<file path="config.mk">
export PLATFORM = sky130hd
export DESIGN_NAME = frame_painter
export DESIGN_NICKNAME = d
export VERILOG_FILES = /design/src/hw/video_pkg.sv /design/src/hw/draw_pkg.sv /design/src/hw/frame_painter.sv
export SDC_FILE = /design/constraint.sdc
export NUM_CORES = 1
export LEC_CHECK = 0
export BUFFER_PORTS_ARGS = -buffer_cell sky130_fd_sc_hd__clkbuf_2
export CAP_MARGIN = 20
export CORE_ASPECT_RATIO = 1.25
export CORE_UTILIZATION = 35
export CTS_CLUSTER_DIAMETER = 100
export DETAILED_ROUTE_END_ITERATION = 8
export PLACE_DENSITY = 0.54
export SETUP_SLACK_MARGIN = 0.05
export SYNTH_ARGS = -nofsm -noshare
export SYNTH_HDL_FRONTEND = slang
export SYNTH_SLANG_ARGS = --single-unit
</file>
<file path="constraint.sdc">
create_clock -name clk_system -period 4 [get_ports clk_system]
set_input_delay 0.2 -clock clk_system [delete_from_list [all_inputs] [get_ports clk_system]]
set_output_delay 0.2 -clock clk_system [all_outputs]
set_load 0.01 [all_outputs]
</file>
<file path="src/hw/video_pkg.sv">
package video_pkg;

    // Line and frame layout of one display mode
    typedef struct packed {
        int unsigned h_active;
        int unsigned h_front;
        int unsigned h_sync;
        int unsigned h_back;
        int unsigned v_active;
        int unsigned v_front;
        int unsigned v_sync;
        int unsigned v_back;
        bit          sync_pol;  // 1 means active-high syncs
        int unsigned scale;
    } video_mode_t;

    // Same shape as 640x480, shrunk to 40 clocks per line and 28 lines
    localparam video_mode_t video_mode_sim = '{
        h_active: 32,
        h_front:  2,
        h_sync:   4,
        h_back:   2,
        v_active: 24,
        v_front:  1,
        v_sync:   2,
        v_back:   1,
        sync_pol: 1'b0,
        scale:    2
    };

    typedef struct packed {
        logic [3:0] red;
        logic [3:0] green;
        logic [3:0] blue;
    } pixel_t;

    localparam int BUF_WIDTH  = 16;
    localparam int BUF_HEIGHT = 12;

    // Row * 16 + column
    typedef logic [7:0] buf_addr_t;

endpackage
</file>
<file path="src/hw/draw_pkg.sv">
package draw_pkg;

    typedef enum logic [3:0] {
        CMD_NOP            = 4'h0,
        CMD_SET_SPOT       = 4'h1,
        CMD_SET_BACKGROUND = 4'h2
    } cmd_op_t;

    // 24-bit SPI word, op in the top nibble
    typedef struct packed {
        cmd_op_t           op;
        logic [3:0]        x;
        logic [3:0]        y;
        video_pkg::pixel_t color;
    } spot_cmd_t;

    typedef enum logic [1:0] {
        PAINT_IDLE,
        PAINT_FILL,
        PAINT_DONE
    } paint_state_t;

    // One write into the hidden buffer
    typedef struct packed {
        logic                 en;
        video_pkg::buf_addr_t addr;
        video_pkg::pixel_t    color;
    } buf_write_t;

endpackage

</file>
<file path="src/hw/frame_painter.sv">
`timescale 1ns/1ns

module frame_painter #(
    parameter int WIDTH  = 16,
    parameter int HEIGHT = 12
) (
    input  logic                 clk_system,
    input  logic                 rstn_system,
    input  logic                 cmd_valid,
    input  draw_pkg::spot_cmd_t  cmd,
    input  logic                 swapped,
    output draw_pkg::buf_write_t wr,
    output logic                 frame_done
);
    localparam int COL_W = $clog2(WIDTH);
    localparam int ROW_W = $clog2(HEIGHT);

    typedef struct packed {
        logic [3:0]        x;
        logic [3:0]        y;
        video_pkg::pixel_t spot;
        video_pkg::pixel_t bg;
    } paint_settings_t;

    draw_pkg::paint_state_t state;
    paint_settings_t        settings;
    paint_settings_t        work;
    logic [COL_W-1:0]       col;
    logic [ROW_W-1:0]       row;
    logic                   start_paint;
    logic                   last_col;
    logic                   last_row;
    logic                   in_spot;

    assign start_paint = (state == draw_pkg::PAINT_IDLE) ||
                         ((state == draw_pkg::PAINT_DONE) && swapped);
    assign last_col    = (col == COL_W'(WIDTH - 1));
    assign last_row    = (row == ROW_W'(HEIGHT - 1));

    // Settings from the command stream, picked up at the next paint
    always_ff @(posedge clk_system or negedge rstn_system) begin
        if (!rstn_system) begin
            settings <= '0;
        end else if (cmd_valid) begin
            case (cmd.op)
                draw_pkg::CMD_SET_SPOT: begin
                    settings.x    <= cmd.x;
                    settings.y    <= cmd.y;
                    settings.spot <= cmd.color;
                end
                draw_pkg::CMD_SET_BACKGROUND: settings.bg <= cmd.color;
                default: ;
            endcase
        end
    end

    always_ff @(posedge clk_system) begin
        if (start_paint) begin
            work <= settings;
        end
    end

    ////////////////////////////////////////
    // Paint FSM, one pixel per clock

    always_ff @(posedge clk_system or negedge rstn_system) begin
        if (!rstn_system) begin
            state <= draw_pkg::PAINT_IDLE;
            col   <= '0;
            row   <= '0;
        end else if (start_paint) begin
            state <= draw_pkg::PAINT_FILL;
            col   <= '0;
            row   <= '0;
        end else if (state == draw_pkg::PAINT_FILL) begin
            if (last_col) begin
                col <= '0;
                if (last_row) begin
                    state <= draw_pkg::PAINT_DONE;
                end else begin
                    row <= row + 1'b1;
                end
            end else begin
                col <= col + 1'b1;
            end
        end
    end

    // Spot covers x..x+1 and y..y+1, clipped by the walk itself
    assign in_spot = ((int'(col) == int'(work.x)) || (int'(col) == int'(work.x) + 1)) &&
                     ((int'(row) == int'(work.y)) || (int'(row) == int'(work.y) + 1));

    always_comb begin
        wr.en    = (state == draw_pkg::PAINT_FILL);
        wr.addr  = video_pkg::buf_addr_t'(int'(row) * WIDTH + int'(col));
        wr.color = in_spot ? work.spot : work.bg;
    end

    assign frame_done = (state == draw_pkg::PAINT_DONE);

endmodule

</file>
Word-level counts from Yosys, hierarchy flattened
Cells that the tools add are included.
- memories: 0
- bits in registers: 74
- memory bits (writable): 0
- bits of input ports: 28
- word-level logic and storage cells: 60
- ROM bits: 0
- latch bits: 0
- add/sub/neg operators: 5
- div/mod/pow operators: 0
- multipliers: 0
- reductions and logical operators: 13
- bitwise gates (word level): 0
- mux-type cells: 12
- shifts and indexed selects: 0
- equality and inequality tests: 11
- magnitude comparators: 0
- operators by type and width (cell ; count):
    $mux 4 ; 7
    $mux 12 ; 1
    $add 4x1->5 const B ; 2
    $eq 4x5->1 ; 2
    $add 4x1->4 const B ; 2
    $add 8x4->8 ; 1
    $eq 4x4->1 ; 2
    $eq 4x4->1 const B ; 2
    $mux 2 ; 4
    $reduce_and 3->1 ; 2
    $reduce_bool 2->1 ; 3
    $eq 4x1->1 const B ; 1
    $eq 4x2->1 const B ; 1
    $reduce_and 2->1 ; 2
    $logic_or 1x1->1 ; 3
    $eq 2x1->1 const B ; 1
    $eq 2x2->1 const B ; 1
    $logic_and 1x1->1 ; 2
    $logic_not 2->1 ; 1
    $ne 2x2->1 const B ; 1

Longest topological paths before layout
Gate-level depths: netlist of run 1.
- word-level depth: 5
- mapped depth: 7

Least setup slack after synthesis of run 1
OpenSTA, ideal clock, no wires.
- path type: register to register
- start: reg state[0]
- end: reg col[2]
- data required time: 3.867 ns
- arrival: 2.743 ns
- stages on the path, launching flop included: 4
- library setup time: 0.133 ns
- buffers on the path: 0
- path slack: 1.124 ns
- cell sequence: dfrtp_1 > a21oi_1 > mux2_2 > a21oi_1
- cells in the longest elaborated chain, start to end: 4
- elaborated cells on any way between the ends: 7
- ends and longest elaborated chain (what ; line ; text):
    start: declaration ; frame_painter.sv:25 ; draw_pkg::paint_state_t state;
    start signal: assignment ; frame_painter.sv:68 ; state <= draw_pkg::PAINT_IDLE;
    start signal: assignment ; frame_painter.sv:72 ; state <= draw_pkg::PAINT_FILL;
    start signal: assignment ; frame_painter.sv:79 ; state <= draw_pkg::PAINT_DONE;
    $eq 2x2->1 ; frame_painter.sv:36 ; ((state == draw_pkg::PAINT_DONE) && swapped);
    $logic_and 1x1->1 ; frame_painter.sv:36 ;
    $logic_or 1x1->1 * ; frame_painter.sv:35 ; assign start_paint = (state == draw_pkg::PAINT_IDLE) ||
    named net start_paint ; frame_painter.sv:30 ; logic start_paint;
    $mux 4 or $reduce_bool 2->1 (tied branches) ; n/a ;
    end signal: assignment ; frame_painter.sv:84 ; col <= col + 1'b1;
    end: declaration ; frame_painter.sv:28 ; logic [COL_W-1:0] col;
Mark *: on every way through the listed nets, which the timed path passes. The rest lies on a longest branch.
A chain may end at the register's enable or synchronous reset.

==> results of run 1 <==
[how the worst max path moves through the flow]
stage | slack, ns | start | end
6_report | 1.17 | work[24] | wr[11]
4_1_cts | 1.10 | work[25] | wr[11]
3_5_place_dp | 1.48 | work[24] | wr[11]
5_1_grt | 1.02 | work[24] | wr[11]
3_3_place_gp | 1.49 | work[24] | wr[11]
2_1_floorplan | 1.12 | state[0] | col[2]
[cells in the mapped netlist (2+ instances only)]
library cell,number
xnor2_1,12
nand3_1,7
inv_1,3
ha_1,4
a21oi_1,4
nand3b_1,5
buf_2,2
nor2_1,4
nand2_1,6
clkbuf_1,3
xor2_1,4
mux2_4,10
dfrtp_1,42
a31oi_1,2
mux2_2,35
edfxtp_1,32
nand4_1,4
[stage by stage]
| step | std cells | total power (W) | cell area, sq um | util | hold slack [ns] |
|---|---|---|---|---|---|
| 2_1_floorplan | 193 | 0.000994 | 3090 | - | -0.0956 |
| 3_3_place_gp | 353 | 0.00103 | 3450 | 0.412 | 0.425 |
| 3_5_place_dp | 354 | 0.00104 | 3470 | 0.414 | 0.160 |
| 4_1_cts | 371 | 0.00153 | 3640 | 0.434 | 0.0643 |
| 5_1_grt | 372 | 0.00157 | 3650 | 0.436 | 0.0775 |
| 6_report | 372 | 0.00150 | 3650 | 0.436 | 0.0890 |
[state kept, by name, summed over array words and instances (netlist names)]
signal / count
col: 4
state: 2
work: 32
settings: 32
row: 4
[cell families after synthesis]
family          count (synthesis)  share of synthesized area
flops                          74                      0.652
fa+ha+maj                       4                     0.0162
xor+xnor                       17                     0.0527
buf+inv                        10                     0.0182
compound gates                 12                     0.0292
simple gates                   31                     0.0555
mux                            45                      0.176
[timing repair]
| item | CTS | global route |
|---|---|---|
| hold buffers | 1 | 0 |
| buffers inserted | 0 | 0 |
| hold endpoints to repair | 14 | 0 |
[layer usage]
layer,share of wire,wire (um),vias to the layer above
met5,0,0,-
met4,0.028,149,0
met3,0.037,194,11
met2,0.49,2550,38
met1,0.45,2360,823
li1,-,-,817
[area by class of cell]
type	instances	area share
sequential	74	0.550
multi-input combinational	109	0.282
timing repair buffer	53	0.0815
tap	117	0.0401
clock buffer	12	0.0370
clock inverter	4	0.00616
inverter	3	0.00308
[power groups by stage]
stage               combinational (W)  sequential (W)  clock (W)
CTS                          0.000103        0.000923   0.000502
finish                       0.000101        0.000922   0.000478
global placement            0.0000954        0.000933          0
floorplan                   0.0000686        0.000925          0
global route                 0.000113        0.000932   0.000528
detailed placement           0.000101        0.000938          0
==> flow_metrics.py, run 1 <==
metrics = {
    "logic_synthesis": {
        "syn-num-nets": 225,
        "yosysTopAreaCell": "dfrtp_1",
        "ys_ff_latch": 74,
        "yosysTopAreaCellShare": 0.340,
        "async_flop_share": 0.568,
        "ys_warn_count": 0,
        "synthCells": 193,
        "synthFlopType": "dfrtp_1",
        "syn_area_per_cell_sq_um": 16.0,
        "synth-edff-count": 32,
        "yosysSeqAreaShare": 0.652,
        "synthTopCellsByArea": "dfrtp_1, edfxtp_1, mux2_2",
        "ys_types": 31,
        "syn_area_sq_mm": 0.00309,
    },
    "pwr": {
        "ir_drop_uv": 197,
        "clock_power_share": 0.318,
        "power_switching_w": 0.000324,
        "p_sw_frac": 0.216,
        "power.density_mw_per_mm2": 411,
        "p_int_w": 0.00118,
        "p_seq_frac": 0.614,
        "power.leakage_nw": 1.52,
        "combPwrFrac": 0.067,
    },
    "finish": {
        "area_growth_pct": 18.4,
        "final_cell_mix": "clkbuf_2, dfrtp_1, mux2_2",
        "fillers": 777,
        "multiInputGateArea_sq_mm": 0.00103,
        "regArea_sq_mm": 0.00201,
        "antennaDiodeCount": 0,
        "num-nets-final": 282,
        "mostFrequentLayoutCell": "clkbuf_2",
        "drive_gt1_frac": 0.439,
    },
    "timing": {
        "fin_ws_ns": 1.17,
        "min_period_over_period": 0.707,
        "setup_tns_ns": 0,
        "fmax_mhz": 354,
        "hold_violations": 0,
        "period_minus_slack_ns": 2.83,
        "finalClockSkew_ns": 0.00758,
        "setup_viol": 0,
        "rsz0062_at_grt": "no",
        "max-slew-margin-rel": 0.427,
        "tightest_slew_ns": 0.857,
        "drv_slew": 0,
    },
    "global_route": {
        "grt_util_met3": 0.0269,
        "grt-ovfl-total": 0,
        "track_usage": 0.129,
        "grt_pass1_vias": 1793,
        "gr-max-usage-layer": "met2",
        "antenna_found_initial": 0,
        "grt_first_pass_wirelength_mm": 8.66,
        "use_met2": 0.201,
        "met1_usage": 0.158,
        "grt_max_degree": 29,
    },
    "drt": {
        "wire_per_inst_um": 14.1,
        "antenna_left": 0,
        "num_vias": 1689,
        "drc": 0,
        "drtIter0Drc": 62,
        "drt_pre_antenna_iters": 4,
        "via_per_inst": 4.54,
        "routed_wirelength_mm": 5.26,
    },
    "worst_setup_path": {
        "path_class": "flip-flop to output pin",
        "end_kind": "output pin",
        "start_kind": "flip-flop",
        "r2r-start": "state[1]",
        "crit_cells": 7,
        "critPathSlowestCell": "a21boi_4",
        "rrSetupSlack_ns": 2.09,
        "cp.required_ns": 3.80,
        "critPathMaxFanout": 12,
        "path_buf_inv": 1,
        "r2r_end": "col[2]",
        "cp_data_arrival_time_ns": 2.63,
        "worstPathCellList": "ha_1 -> xnor2_1 -> nand3_1 -> o31ai_2 -> a21boi_4 -> mux2_2 -> clkbuf_2",
        "cpPeakStageDelay_ns": 0.59,
        "worstRegToRegCells": 4,
        "critical-path-top-delay-family": "compound AO/OA/AOI/OAI gates",
    },
    "run_status": {
        "outcome": "finished, final reports clean",
    },
    "place": {
        "dp_hpwl_mm": 3.49,
        "gp_congestion": 0.683,
        "dpl_worst_slack_ns": 1.48,
        "io_buffers": 49,
    },
    "clocking": {
        "clock-root-buffer": "clkbuf_8",
        "clkTransAtPathRegs_ns": 0.07,
        "cts_made_buffers": 9,
        "cts_resized": 0,
        "cts_tree": "yes",
        "clockBufferDepth": 2,
        "htree_levels": 3,
        "insertion_delay_ns": 0.34,
        "cts.sinks": 74,
    },
    "floorplan": {
        "coreArea_sq_mm": 0.00838,
        "die_h_um": 107,
        "ios": 50,
        "placementRows": 37,
        "start_util": 0.368,
        "dieArea_sq_mm": 0.00920,
        "fp.dieW_um": 86.0,
    },
    "min_path": {
        "hp-class": "input port to flip-flop",
        "hold-path-endpoint": "settings[31]",
        "worstHoldPathCells": 2,
        "hold_start": "cmd[19]",
    },
    "run": {
        "drv_cap": 0,
    },
}
Power figures use the tool's default switching activity.
==> run 2, diff against run 1 <==
PLACE_DENSITY = 0.56   (was 0.54)
clock period = 2.4 ns   (was 4 ns; I/O delays follow)
==> run 2 against run 1 <==
The run now ends with negative setup slack left; sequential cell count stayed put; first-iteration DRC count increased by 3.2%; register-to-register slack got worse by 1.3 ns; sequential power up 67%; routed wire length is 5.3% lower; power up 84%; non-clock buffer count grew 10; clock power grew 120%; largest cell class unchanged; largest power group unchanged; highest routed layer unchanged.
==> flow_metrics.py, run 2 (synthesis gave the netlist of run 1 again) <==
metrics = {
    "drt": {
        "wire_per_inst_um": 13.0,
        "via_per_inst": 4.54,
        "drtIter0Drc": 64,
        "drc": 0,
        "antenna_left": 0,
        "routed_wirelength_mm": 4.98,
        "num_vias": 1733,
        "drt_pre_antenna_iters": 5,
    },
    "worst_setup_path": {
        "end_kind": "output pin",
        "cpPeakStageDelay_ns": 0.40,
        "r2r_end": "row[3]",
        "path_class": "flip-flop to output pin",
        "path_buf_inv": 2,
        "worstPathCellList": "ha_1 -> xnor2_1 -> nand3_1 -> o31ai_2 -> a21boi_4 -> buf_12 -> mux2_4 -> clkbuf_2",
        "cp.required_ns": 2.28,
        "critPathMaxFanout": 12,
        "rrSetupSlack_ns": 0.83,
        "r2r-start": "state[0]",
        "start_kind": "flip-flop",
        "critical-path-top-delay-family": "compound AO/OA/AOI/OAI gates",
        "cp_data_arrival_time_ns": 2.35,
        "critPathSlowestCell": "edfxtp_1",
        "worstRegToRegCells": 6,
    },
    "timing": {
        "fin_ws_ns": -0.0690,
        "setup_viol": 12,
        "hold-worst-slack_ns": 0.0163,
        "rsz0062_at_grt": "yes",
        "drv_slew": 0,
        "tightest_slew_ns": 0.929,
        "fmax_mhz": 405,
        "max-slew-margin-rel": 0.381,
        "hold_violations": 0,
        "period_minus_slack_ns": 2.47,
        "finalClockSkew_ns": 0.00874,
        "min_period_over_period": 1.03,
    },
    "global_route": {
        "grt_max_degree": 42,
        "grt_first_pass_wirelength_mm": 8.42,
        "track_usage": 0.124,
        "antenna_found_initial": 0,
        "grt_pass1_vias": 1769,
        "grt-ovfl-total": 0,
    },
    "min_path": {
        "hp-class": "input port to flip-flop",
        "hold-path-endpoint": "settings[24]",
        "hold_start": "cmd[12]",
        "worstHoldPathCells": 2,
    },
    "floorplan": {
        "coreArea_sq_mm": 0.00838,
        "start_util": 0.368,
        "fp.dieW_um": 86.0,
        "die_h_um": 107,
        "ios": 50,
        "dieArea_sq_mm": 0.00920,
        "placementRows": 37,
    },
    "run_status": {
        "violations": "negative setup slack",
        "outcome": "finished, violations left",
    },
    "finish": {
        "final_area_sq_mm": 0.00380,
        "final_cell_mix": "clkbuf_2, dfrtp_1, mux2_2",
        "area_growth_pct": 23.2,
        "antennaDiodeCount": 0,
        "drive_gt1_frac": 0.449,
        "num-nets-final": 292,
        "mostFrequentLayoutCell": "clkbuf_2",
        "reg_top3": "settings x32, work x32",
    },
    "place": {
        "io_buffers": 49,
        "dp_hpwl_mm": 3.32,
        "gp_congestion": 0.713,
        "dpl_cell_area_sq_mm": 0.00350,
    },
    "pwr": {
        "power.leakage_nw": 1.60,
        "power.density_mw_per_mm2": 726,
        "ir_drop_uv": 352,
    },
    "clocking": {
        "clockBufferDepth": 2,
        "cts_made_buffers": 9,
        "cts_tree": "yes",
        "clock-root-buffer": "clkbuf_8",
        "htree_levels": 3,
        "insertion_delay_ns": 0.34,
        "cts.sinks": 74,
        "clkTransAtPathRegs_ns": 0.07,
    },
    "run": {
        "drv_cap": 0,
    },
}
==> run 2: cell type report <==
cell class | instances | area, sq um
Fill cell | 780 | 4580
Sequential cell | 74 | 2010
Multi-Input combinational cell | 109 | 1040
Timing Repair Buffer | 63 | 378
Tap cell | 117 | 146
Clock buffer | 12 | 145
Clock inverter | 4 | 73.8
Inverter | 3 | 11.3
==> run 2: worst max path at each step <==
| stage | end | cells past startpoint | startpoint |
|---|---|---|---|
| final | wr[11] | 8 | work[24] |
| after global routing | wr[11] | 8 | work[24] |
| after CTS | wr[11] | 8 | work[24] |
| after detailed placement | wr[11] | 8 | work[24] |
| after global placement | wr[11] | 8 | work[24] |
| after floorplan | col[2] | 3 | state[1] |
==> run 2: metrics by stage <==
step           cells  setup WS [ns]  total power (W)  TNS [ns]   util
2_1_floorplan    193          0.339          0.00166         0      -
3_3_place_gp     358          0.217          0.00172         0  0.418
3_5_place_dp     358          0.195          0.00173         0  0.418
4_1_cts          382         -0.107          0.00280     -1.14  0.454
5_1_grt          382         -0.219          0.00289     -2.47  0.454
6_report         382        -0.0690          0.00276    -0.688  0.454
==> run 2: power breakdown <==
part	total, W	internal (W)	switching [W]
sequential	0.00154	0.00148	0.0000568
clock	0.00106	0.000617	0.000440
combinational	0.000170	0.000115	0.0000557
==> run 2: timing repair <==
action	in CTS	in global routing
resized for setup	2	0
setup endpoints to repair	12	12
hold buffers	6	0
hold endpoints to repair	41	0
buffers inserted	2	0
==> run 2: metal layers <==
layer,wire (um),up-vias,track usage,share of wire
met2,2440,39,0.190,0.49
met4,106,0,0.0988,0.021
li1,-,840,-,-
met1,2220,847,0.150,0.45
met5,0,-,0,0
met3,207,7,0.0254,0.042
==> run 3, diff against run 2 <==
CELL_PAD_IN_SITES_DETAIL_PLACEMENT = 1   (was unset)
CELL_PAD_IN_SITES_GLOBAL_PLACEMENT = 1   (was unset)
PLACE_DENSITY = 0.64   (was 0.56)
==> run 3 against run 2 <==
The run still ends with negative setup slack left; utilization grew 0.13 points; worst hold slack gained 0.0028 ns; sequential share of layout area shrank 0.16 points; die area is the same; non-clock buffer count shrank 1; clock-buffer cell count shrank 2; critical path type unchanged; largest cell class unchanged; largest power group unchanged.
==> flow_metrics.py, run 3 (synthesis gave the netlist of run 1 again) <==
metrics = {
    "clocking": {
        "cts_tree": "yes",
        "htree_levels": 3,
        "clkTransAtPathRegs_ns": 0.08,
        "clockBufferDepth": 2,
        "clock-root-buffer": "clkbuf_8",
        "cts_made_buffers": 9,
        "cts.sinks": 74,
        "insertion_delay_ns": 0.34,
    },
    "min_path": {
        "hp-class": "input port to flip-flop",
        "hold_start": "cmd[13]",
        "worstHoldPathCells": 2,
        "hold-path-endpoint": "settings[25]",
    },
    "timing": {
        "min_period_over_period": 1.04,
        "hold_violations": 0,
        "fmax_mhz": 402,
        "tightest_slew_ns": 0.697,
        "rsz0062_at_grt": "yes",
        "drv_slew": 0,
        "max-slew-margin-rel": 0.534,
        "fin_ws_ns": -0.0887,
        "setup_viol": 12,
        "finalClockSkew_ns": 0.00424,
        "period_minus_slack_ns": 2.49,
    },
    "global_route": {
        "antenna_found_initial": 0,
        "grt_max_degree": 43,
        "gr-max-usage-layer": "met2",
        "use_met2": 0.224,
        "track_usage": 0.138,
        "grt_pass1_vias": 1919,
        "grt_first_pass_wirelength_mm": 9.34,
        "met1_usage": 0.170,
        "grt-ovfl-total": 0,
        "grt_util_met3": 0.0316,
    },
    "floorplan": {
        "ios": 50,
        "placementRows": 37,
        "die_h_um": 107,
        "dieArea_sq_mm": 0.00920,
        "fp.dieW_um": 86.0,
        "start_util": 0.368,
        "coreArea_sq_mm": 0.00838,
    },
    "pwr": {
        "p_seq_frac": 0.556,
        "ir_drop_uv": 307,
        "power_switching_w": 0.000576,
        "p_sw_frac": 0.209,
        "clock_power_share": 0.380,
        "power.density_mw_per_mm2": 724,
        "combPwrFrac": 0.064,
        "p_int_w": 0.00219,
        "power.leakage_nw": 1.60,
    },
    "place": {
        "dp_hpwl_mm": 3.75,
        "dpl_worst_slack_ns": 0.190,
        "io_buffers": 49,
        "gp_congestion": 0.660,
        "dpl_cell_area_sq_mm": 0.00349,
    },
    "drt": {
        "drtIter0Drc": 53,
        "drc": 0,
        "via_per_inst": 4.66,
        "num_vias": 1775,
        "wire_per_inst_um": 14.5,
        "antenna_left": 0,
        "drt_pre_antenna_iters": 4,
        "routed_wirelength_mm": 5.53,
    },
    "run": {
        "drv_cap": 0,
    },
    "worst_setup_path": {
        "critPathMaxFanout": 12,
        "worstRegToRegCells": 4,
        "path_class": "flip-flop to output pin",
        "cp.required_ns": 2.28,
        "end_kind": "output pin",
        "cp_data_arrival_time_ns": 2.37,
        "start_kind": "flip-flop",
        "r2r_end": "state[0]",
        "r2r-start": "col[1]",
        "rrSetupSlack_ns": 0.84,
    },
    "finish": {
        "final_cell_mix": "clkbuf_2, dfrtp_1, mux2_2",
        "mostFrequentLayoutCell": "clkbuf_2",
        "reg_top3": "settings x32, work x32",
        "drive_gt1_frac": 0.451,
        "fillers": 864,
        "antennaDiodeCount": 0,
        "area_growth_pct": 23.6,
        "final_area_sq_mm": 0.00381,
        "num-nets-final": 291,
    },
    "run_status": {
        "outcome": "finished, violations left",
        "violations": "negative setup slack",
    },
}
run 3: cell types whose count changed in the layout (fill, tap and decap cells not counted):
cell        change
clkbuf_1        -1
buf_4           -2
buf_16          +1
clkinv_4        +1
clkbuf_8        -1
clkinvlp_4      +1
run 3: power by group through the flow:
stage                     combinational (W)  sequential, W  clock [W]
final                              0.000177        0.00154    0.00105
after global routing               0.000199        0.00156    0.00113
after detailed placement           0.000168        0.00157          0
after CTS                          0.000175        0.00154    0.00108
after global placement             0.000159        0.00156          0
after floorplan                    0.000115        0.00154          0
run 3: how the worst max path moves through the flow:
stage	from	slack, ns	to	depth (start not counted)
floorplan	state[1]	0.34	col[2]	3
global placement	work[24]	0.24	wr[11]	8
detailed placement	work[24]	0.19	wr[11]	8
CTS	work[24]	-0.15	wr[11]	8
global route	work[24]	-0.23	wr[11]	8
finish	work[24]	-0.09	wr[11]	8
run 3: through the flow:
stage	utilization	TNS, ns	std cells	power, W	hold WS [ns]
final	0.455	-0.947	381	0.00276	0.0192
after global routing	0.455	-2.61	381	0.00288	0.00927
after CTS	0.451	-1.70	379	0.00279	0.00560
after detailed placement	0.417	0	357	0.00173	0.358
after global placement	0.417	0	357	0.00171	0.353
after floorplan	-	0	193	0.00166	-0.176
run 3: layer usage:
| layer | up-vias | share of wire |
|---|---|---|
| met5 | - | 0 |
| met4 | 0 | 0.021 |
| met3 | 7 | 0.030 |
| met2 | 35 | 0.51 |
| met1 | 897 | 0.44 |
| li1 | 836 | - |
run 3: area by class of cell:
cell class,count,area [sq um],area share
well taps,117,146,0.0384
inverters,3,11.3,0.00295
clock inverters,6,90.1,0.0236
multi-input cells,109,1040,0.272
repair buffers,62,390,0.102
flip-flops and latches,74,2010,0.527
clock buffers,10,128,0.0335
run 3: critical path, stage by stage (launching register included):
cell	delay [ns]
edfxtp_1	0.43
ha_1	0.33
xnor2_1	0.14
nand3_1	0.10
o31ai_2	0.19
a21boi_4	0.24
buf_12	0.18
mux2_4	0.32
clkbuf_2	0.13
run 3: repair_timing:
action	4_1_cts	5_1_grt
endpoints found under the setup margin	12	12
gates resized for setup	2	0
setup buffers	1	0
hold endpoints to repair	5	19
hold buffers	5	1
